--- config.mk ---
export PLATFORM = sky130hd
export DESIGN_NAME = riscv_pipe
export DESIGN_NICKNAME = d
export VERILOG_FILES = /design/src/hw/riscv_pipe_pkg.sv /design/src/hw/reg_file.sv /design/src/hw/alu.sv /design/src/hw/decode_stage.sv /design/src/hw/execute_stage.sv /design/src/hw/riscv_pipe.sv
export VERILOG_INCLUDE_DIRS = /design/src /design/src/hw
export SDC_FILE = /design/constraint.sdc
export NUM_CORES = 2
export LEC_CHECK = 0
export BUFFER_PORTS_ARGS = -buffer_cell sky130_fd_sc_hd__buf_2
export CORE_MARGIN = 2
export CORE_UTILIZATION = 62
export CTS_BUF_LIST = sky130_fd_sc_hd__clkbuf_8
export DETAILED_ROUTE_END_ITERATION = 8
export PLACE_DENSITY = 0.88
export REMOVE_ABC_BUFFERS = 1
export SYNTH_ARGS = -nofsm -noshare
export SYNTH_HDL_FRONTEND = slang
export SYNTH_SLANG_ARGS = --single-unit
--- constraint.sdc ---
create_clock -name clk -period 7 [get_ports clk]
set_clock_uncertainty 0.2 [all_clocks]
set_input_delay 1.4 -clock clk [delete_from_list [all_inputs] [get_ports clk]]
set_output_delay 1.4 -clock clk [all_outputs]
set_load 0.05 [all_outputs]
--- src/hw/riscv_pipe_settings.svh ---
`ifndef RISCV_PIPE_SETTINGS_SVH
`define RISCV_PIPE_SETTINGS_SVH

// Data word width
`define XLEN 32

// Register index width and register count
`define REG_ADDR_W 5
`define NUM_REGS 32

// Shift amount bits taken from operand B
`define SHAMT_W 5

`endif

--- src/hw/riscv_pipe_pkg.sv ---
`include "riscv_pipe_settings.svh"

package riscv_pipe_pkg;

	typedef logic [`XLEN-1:0] word_t;
	typedef logic [`REG_ADDR_W-1:0] reg_addr_t;

	typedef enum logic [6:0] {
		OPC_OP     = 7'b0110011,	// R-type
		OPC_OP_IMM = 7'b0010011,	// I-type arithmetic
		OPC_LUI    = 7'b0110111
	} opcode_e;

	typedef enum logic [3:0] {
		ALU_ADD    = 4'd0,
		ALU_SUB    = 4'd1,
		ALU_SLT    = 4'd2,
		ALU_SLTU   = 4'd3,
		ALU_XOR    = 4'd4,
		ALU_OR     = 4'd5,
		ALU_AND    = 4'd6,
		ALU_SRL    = 4'd7,
		ALU_SLL    = 4'd8,
		ALU_SRA    = 4'd9,
		ALU_PASS_B = 4'd10	// LUI
	} alu_op_e;

	typedef struct packed {
		logic [6:0] funct7;
		reg_addr_t  rs2;
		reg_addr_t  rs1;
		logic [2:0] funct3;
		reg_addr_t  rd;
		logic [6:0] opcode;	// Raw bits, may hold unknown encodings
	} instr_t;

	typedef struct packed {
		logic      valid;
		alu_op_e   alu_op;
		logic      use_imm;
		reg_addr_t rs1;
		reg_addr_t rs2;
		reg_addr_t rd;
		word_t     rs1_data;
		word_t     rs2_data;
		word_t     imm;
	} ex_ctrl_t;

	// Shared by the memory slot and writeback
	typedef struct packed {
		logic      valid;
		reg_addr_t rd;
		word_t     data;
	} wb_t;

endpackage

--- src/hw/reg_file.sv ---
`include "riscv_pipe_settings.svh"

module reg_file (
	input  logic                    clk,
	input  logic                    reset,
	input  riscv_pipe_pkg::reg_addr_t rs1,
	input  riscv_pipe_pkg::reg_addr_t rs2,
	output riscv_pipe_pkg::word_t   rs1_data,
	output riscv_pipe_pkg::word_t   rs2_data,
	input  riscv_pipe_pkg::wb_t     wb
);
	import riscv_pipe_pkg::*;

	word_t regs [`NUM_REGS];
	logic  wr_en;

	assign wr_en = wb.valid && (wb.rd != '0);	// x0 is never written

	always_ff @(posedge clk) begin
		if (reset) begin
			for (int i = 0; i < `NUM_REGS; i++) begin
				regs[i] <= '0;
			end
		end else if (wr_en) begin
			regs[wb.rd] <= wb.data;
		end
	end

	// Write-through so a same-cycle read sees the value being written
	assign rs1_data = (wr_en && wb.rd == rs1) ? wb.data : regs[rs1];
	assign rs2_data = (wr_en && wb.rd == rs2) ? wb.data : regs[rs2];

endmodule

--- src/hw/alu.sv ---
`include "riscv_pipe_settings.svh"

module alu (
	input  riscv_pipe_pkg::word_t   a,
	input  riscv_pipe_pkg::word_t   b,
	input  riscv_pipe_pkg::alu_op_e op,
	output riscv_pipe_pkg::word_t   result
);
	import riscv_pipe_pkg::*;

	logic [`SHAMT_W-1:0] shamt;
	logic                lt_signed;
	logic                lt_unsigned;

	assign shamt       = b[`SHAMT_W-1:0];
	assign lt_signed   = $signed(a) < $signed(b);
	assign lt_unsigned = a < b;

	always_comb begin
		case (op)
			ALU_ADD:    result = a + b;
			ALU_SUB:    result = a - b;
			ALU_SLT:    result = word_t'(lt_signed);
			ALU_SLTU:   result = word_t'(lt_unsigned);
			ALU_XOR:    result = a ^ b;
			ALU_OR:     result = a | b;
			ALU_AND:    result = a & b;
			ALU_SRL:    result = a >> shamt;
			ALU_SLL:    result = a << shamt;
			ALU_SRA:    result = word_t'($signed(a) >>> shamt);	// Sign fill
			ALU_PASS_B: result = b;
			default:    result = '0;
		endcase
	end

endmodule

--- src/hw/decode_stage.sv ---
`include "riscv_pipe_settings.svh"

module decode_stage (
	input  logic                     clk,
	input  logic                     reset,
	input  logic                     instr_valid,
	input  riscv_pipe_pkg::instr_t   instr,
	input  riscv_pipe_pkg::wb_t      wb,
	output riscv_pipe_pkg::ex_ctrl_t ex_ctrl
);
	import riscv_pipe_pkg::*;

	logic     fd_valid;
	instr_t   fd_instr;
	ex_ctrl_t dec;
	logic     legal;
	word_t    rs1_data;
	word_t    rs2_data;

	// alt selects SUB or SRA for the shared funct3 codes
	function automatic alu_op_e funct3_op(input logic [2:0] funct3, input logic alt);
		alu_op_e op;
		case (funct3)
			3'b000:  op = alt ? ALU_SUB : ALU_ADD;
			3'b001:  op = ALU_SLL;
			3'b010:  op = ALU_SLT;
			3'b011:  op = ALU_SLTU;
			3'b100:  op = ALU_XOR;
			3'b101:  op = alt ? ALU_SRA : ALU_SRL;
			3'b110:  op = ALU_OR;
			default: op = ALU_AND;
		endcase
		return op;
	endfunction

	always_ff @(posedge clk) begin
		if (reset) begin
			fd_valid <= 1'b0;
		end else begin
			fd_valid <= instr_valid;
		end
	end

	always_ff @(posedge clk) begin
		if (instr_valid) begin
			fd_instr <= instr;
		end
	end

	reg_file u_reg_file (
		.clk      (clk),
		.reset    (reset),
		.rs1      (fd_instr.rs1),
		.rs2      (fd_instr.rs2),
		.rs1_data (rs1_data),
		.rs2_data (rs2_data),
		.wb       (wb)
	);

	always_comb begin
		legal       = 1'b0;
		dec.use_imm = 1'b0;
		dec.alu_op  = ALU_ADD;
		dec.imm     = {{(`XLEN-12){fd_instr.funct7[6]}}, fd_instr.funct7, fd_instr.rs2};	// I-type
		case (opcode_e'(fd_instr.opcode))
			OPC_OP: begin
				legal = (fd_instr.funct7 == 7'b0000000) ||
					(fd_instr.funct7 == 7'b0100000 &&
					(fd_instr.funct3 == 3'b000 || fd_instr.funct3 == 3'b101));
				dec.alu_op = funct3_op(fd_instr.funct3, fd_instr.funct7[5]);
			end
			OPC_OP_IMM: begin
				dec.use_imm = 1'b1;
				case (fd_instr.funct3)
					3'b001:  legal = (fd_instr.funct7 == 7'b0000000);
					3'b101:  legal = (fd_instr.funct7 == 7'b0000000) ||
						(fd_instr.funct7 == 7'b0100000);
					default: legal = 1'b1;	// funct7 is immediate bits here
				endcase
				dec.alu_op = funct3_op(fd_instr.funct3,
					fd_instr.funct3 == 3'b101 && fd_instr.funct7[5]);
			end
			OPC_LUI: begin
				legal       = 1'b1;
				dec.use_imm = 1'b1;
				dec.alu_op  = ALU_PASS_B;
				dec.imm     = {fd_instr.funct7, fd_instr.rs2, fd_instr.rs1,
					fd_instr.funct3, 12'b0};
			end
			default: legal = 1'b0;	// Unknown opcode becomes a bubble
		endcase
		dec.valid    = fd_valid && legal;
		dec.rs1      = fd_instr.rs1;
		dec.rs2      = fd_instr.rs2;
		dec.rd       = fd_instr.rd;
		dec.rs1_data = rs1_data;
		dec.rs2_data = rs2_data;
	end

	always_ff @(posedge clk) begin
		if (reset) begin
			ex_ctrl <= '0;
		end else begin
			ex_ctrl <= dec;
		end
	end

endmodule

--- src/hw/execute_stage.sv ---
module execute_stage (
	input  logic                     clk,
	input  logic                     reset,
	input  riscv_pipe_pkg::ex_ctrl_t ex_ctrl,
	output riscv_pipe_pkg::wb_t      mem_res,
	output riscv_pipe_pkg::wb_t      wb
);
	import riscv_pipe_pkg::*;

	word_t opnd_a;
	word_t rs2_fwd;
	word_t opnd_b;
	word_t alu_result;

	// Memory slot wins over writeback, x0 never forwards
	function automatic word_t forward(
		input reg_addr_t rs,
		input word_t     rf_data,
		input wb_t       mem_src,
		input wb_t       wb_src
	);
		word_t data;
		if (mem_src.valid && mem_src.rd != '0 && mem_src.rd == rs) begin
			data = mem_src.data;	// Distance 1
		end else if (wb_src.valid && wb_src.rd != '0 && wb_src.rd == rs) begin
			data = wb_src.data;	// Distance 2
		end else begin
			data = rf_data;
		end
		return data;
	endfunction

	assign opnd_a  = forward(ex_ctrl.rs1, ex_ctrl.rs1_data, mem_res, wb);
	assign rs2_fwd = forward(ex_ctrl.rs2, ex_ctrl.rs2_data, mem_res, wb);
	assign opnd_b  = ex_ctrl.use_imm ? ex_ctrl.imm : rs2_fwd;

	alu u_alu (
		.a      (opnd_a),
		.b      (opnd_b),
		.op     (ex_ctrl.alu_op),
		.result (alu_result)
	);

	always_ff @(posedge clk) begin
		if (reset) begin
			mem_res <= '0;
		end else begin
			mem_res.valid <= ex_ctrl.valid;
			mem_res.rd    <= ex_ctrl.rd;
			mem_res.data  <= alu_result;
		end
	end

	// Empty memory slot, result moves straight on
	always_ff @(posedge clk) begin
		if (reset) begin
			wb <= '0;
		end else begin
			wb <= mem_res;
		end
	end

endmodule

--- src/hw/riscv_pipe.sv ---
module riscv_pipe (
	input  logic                   clk,
	input  logic                   reset,
	input  logic                   instr_valid,
	input  riscv_pipe_pkg::instr_t instr,
	output riscv_pipe_pkg::wb_t    wb
);
	import riscv_pipe_pkg::*;

	ex_ctrl_t ex_ctrl;
	wb_t      mem_res;

	decode_stage u_decode (
		.clk         (clk),
		.reset       (reset),
		.instr_valid (instr_valid),
		.instr       (instr),
		.wb          (wb),	// Register file write port
		.ex_ctrl     (ex_ctrl)
	);

	execute_stage u_execute (
		.clk     (clk),
		.reset   (reset),
		.ex_ctrl (ex_ctrl),
		.mem_res (mem_res),
		.wb      (wb)
	);

endmodule

==> impl_metrics.ini <==
[hold_path]
worstHoldPathCells = 1
hp-class = reg2reg
holdPathEnd = u_decode.ex_ctrl[116]$_SDFF_PP0_
min_from = u_decode.fd_valid$_SDFF_PP0_

[pwr]
vdd_drop_max_mv = 0.321
powerDensity_nw_per_um2 = 243
leakagePower_nw = 28.9

[floorplanning]
fp.coreArea_sq_um = 115000
num_io_pins = 73
start_util_pct = 62.6
die_w_um = 344
die_y_um = 344
die-area_sq_um = 118000
rows = 124

[clocking]
clk_pin_slew_ns = 0.07
cts_tree = done
clock_latency_ns = 0.97
cts.sinks = 1250
cts_root_buf = clkbuf_8
clock_path_buffers = 3
hold_buffers = 0
htree_levels = 4
numCtsBuffers = 199

[grt]
grt.total_usage_pct = 45.4
antenna_found_initial = 10
grt_pass1_wl_um = 379000
grt_max_degree = 146
grt_pass1_vias = 54100
grt_overflow = 0

[placement]
dp.final_hpwl_um = 169000
portBuffers = 72
dp_cells = 6772
pre_cts_slack_ns = 0.411
place_congestion = 1.03

[critical_path]
crit_chain = xnor2_1 -> o311ai_4 -> nor2_4 -> mux2i_1 -> a211oi_1 -> a21oi_1 -> inv_1 -> ha_1 -> inv_1 -> a21oi_1 -> nand2_1 -> a311oi_1 -> o21bai_1 -> a311o_1 -> xnor2_1 -> o221ai_1 -> a31oi_2 -> a31oi_1
r2r-end = u_execute.mem_res[19]$_SDFF_PP0_
reg2reg_from = u_execute.wb[32]$_SDFF_PP0_
crit_path_top_delay_cell = dfxtp_1
crit_path_max_incr_delay_ns = 0.75
crit_buf_inv = 2
cp-end-kind = flop
crit_required_ns = 7.59
path_delay_family = compound AO/OA/AOI/OAI gates
cp_max_fo = 13
crit_path_start_kind = flop
path_class = reg2reg
crit_arrival_ns = 7.19
r2r_setup_slack_ns = 0.40
reg2reg_depth = 18

[drt]
vias = 54200
post_drt_wl_per_cell_um = 37.4
drtAntennaViolNets = 0
firstDrtPassIters = 9
finalWirelength_um = 268000
drt_iter0_drc = 9320
viasPerCell = 7.58
drc_errors = 0

[yosys]
synth_cells = 5465
syn_avg_cell_area_sq_um = 13.1
synth-compound-area-share_pct = 7.67
synth_top_family_by_area = multiplexers
syn_area_sq_um = 71700
synth-xor-area-share_pct = 0.550
async_reset_ff_share_pct = 0
yosys_warnings = 0
yosysMostFrequentCell = edfxtp_1
muxShareOfSynthArea_pct = 23.0
synth_edf_count = 1056
yosys.area.top_type = edfxtp_1
synth_common_cells = 1056 x edfxtp_1, 1007 x and2_1, 643 x mux4_2
synth_area_leaders = edfxtp_1 44%, mux4_2 20%, and2_1 8.8%
synth-seq-cells = 1250
synth_fa_ha_area_share_pct = 1.77
yosysSeqAreaShare_pct = 49.6
synth_top_area_share_pct = 44.2
synth_cell_types = 109
synth_ff_type = edfxtp_1
synthSimpleGateAreaFrac_pct = 13.9

[timing]
rsz0062_at_grt = false
setup_viol = 0
final.setup.tns_ns = 0
worst_pin_slew_ns = 1.46
final.period_utilization_pct = 94.3
slew_headroom_pct = 2.56
fin_ws_ns = 0.399
hold_viol_final = 0
finalMaxSlewViolations = 0
max_freq_ghz = 0.151
min_period_ns = 6.60

[flow_run]
maxCapViolCount = 0

[finish]
nNetsFinal = 5597
drive_gt1_share_pct = 23.5
stdcell_count = 7151
area_growth_pct = 8.47
nFillCells = 7467

[outcome]
status = completed
cells by family after synthesis:
group | count (synthesis)
AO/OA/AOI/OAI | 806
XOR/XNOR | 45
adder cells (fa/ha/maj) | 100
buffers and inverters | 646
flip-flops | 1250
multiplexers | 839
other | 1
AND/OR/NAND/NOR | 1778
cells in the final DEF (no fill, tap or decap), types with 71 or more instances in the layout:
cell type	synthesis	routed
nor2_1	288	256
dfxtp_1	194	191
and2_1	1007	1007
buf_2	37	71
inv_1	111	180
mux4_2	643	643
clkbuf_8	0	208
a211oi_1	135	135
mux2i_1	182	182
a21oi_1	171	171
o21ai_0	135	135
edfxtp_1	1056	1056
buf_4	7	209
nand2_1	173	173
ha_1	98	98
flip-flops by register name, indices dropped and copies added (netlist names):
name	flops
u_decode.fd_instr	17
u_execute.mem_res	38
u_decode.fd_valid	1
u_decode.u_reg_file.regs	1024
u_decode.dec	15
u_execute.wb	38
u_decode.ex_ctrl	117
worst max path at each step:
stage	from	endpoint	slack (ns)	cells after the start
6_report	u_execute.wb[32]$_SDFF_PP0_	u_execute.mem_res[19]$_SDFF_PP0_	0.40	18
5_1_grt	u_execute.mem_res[33]$_SDFF_PP0_	u_execute.mem_res[30]$_SDFF_PP0_	0.12	20
4_1_cts	u_execute.wb[36]$_SDFF_PP0_	u_execute.mem_res[19]$_SDFF_PP0_	0.33	19
3_5_place_dp	u_execute.wb[36]$_SDFF_PP0_	u_execute.mem_res[19]$_SDFF_PP0_	0.41	19
3_3_place_gp	u_execute.wb[36]$_SDFF_PP0_	u_execute.mem_res[19]$_SDFF_PP0_	0.32	19
2_1_floorplan	u_decode.dec[106]$_DFFE_PP_	u_decode.ex_ctrl[64]$_SDFF_PP0_	-5.12	5
what timing repair did:
action / 4_1_cts / 5_1_grt
setup endpoints to repair: 0 / 1
gates resized for setup: 0 / 2
buffers inserted: 0 / 0
stage by stage:
stage          total power (W)  hold slack (ns)  area, sq um  utilization (%)
2_1_floorplan           0.0115            0.214        69700                -
3_3_place_gp            0.0127            0.253        74100             64.7
3_5_place_dp            0.0128            0.265        74100             64.7
4_1_cts                 0.0186            0.282        77700             67.9
5_1_grt                 0.0192            0.306        77800             67.9
6_report                0.0189            0.285        77800             67.9
power by group:
part	switching (W)	leakage, nW	internal (W)
combinational	0.00264	14.3	0.00151
sequential	0.000315	12.5	0.00841
clock	0.00317	2.13	0.00285
total	0.00612	28.9	0.0128
layer usage:
metal	up-vias	track usage (%)	wire, um
li1	20800	-	-
met1	26100	53.0	81100
met2	5593	69.2	121000
met3	1599	14.9	38800
met4	6	36.3	26600
met5	-	0	37
area by class of cell:
cell class | instances | area [sq um] | area share (%)
Timing Repair Buffer | 293 | 2180 | 2.80
Multi-Input combinational cell | 3600 | 34000 | 43.7
Antenna cell | 13 | 32.5 | 0.0418
Clock buffer | 207 | 2850 | 3.66
Tap cell | 1512 | 1890 | 2.43
Inverter | 118 | 448 | 0.576
Sequential cell | 1250 | 35600 | 45.8
Clock inverter | 158 | 838 | 1.08
Power figures use the tool's default switching activity.
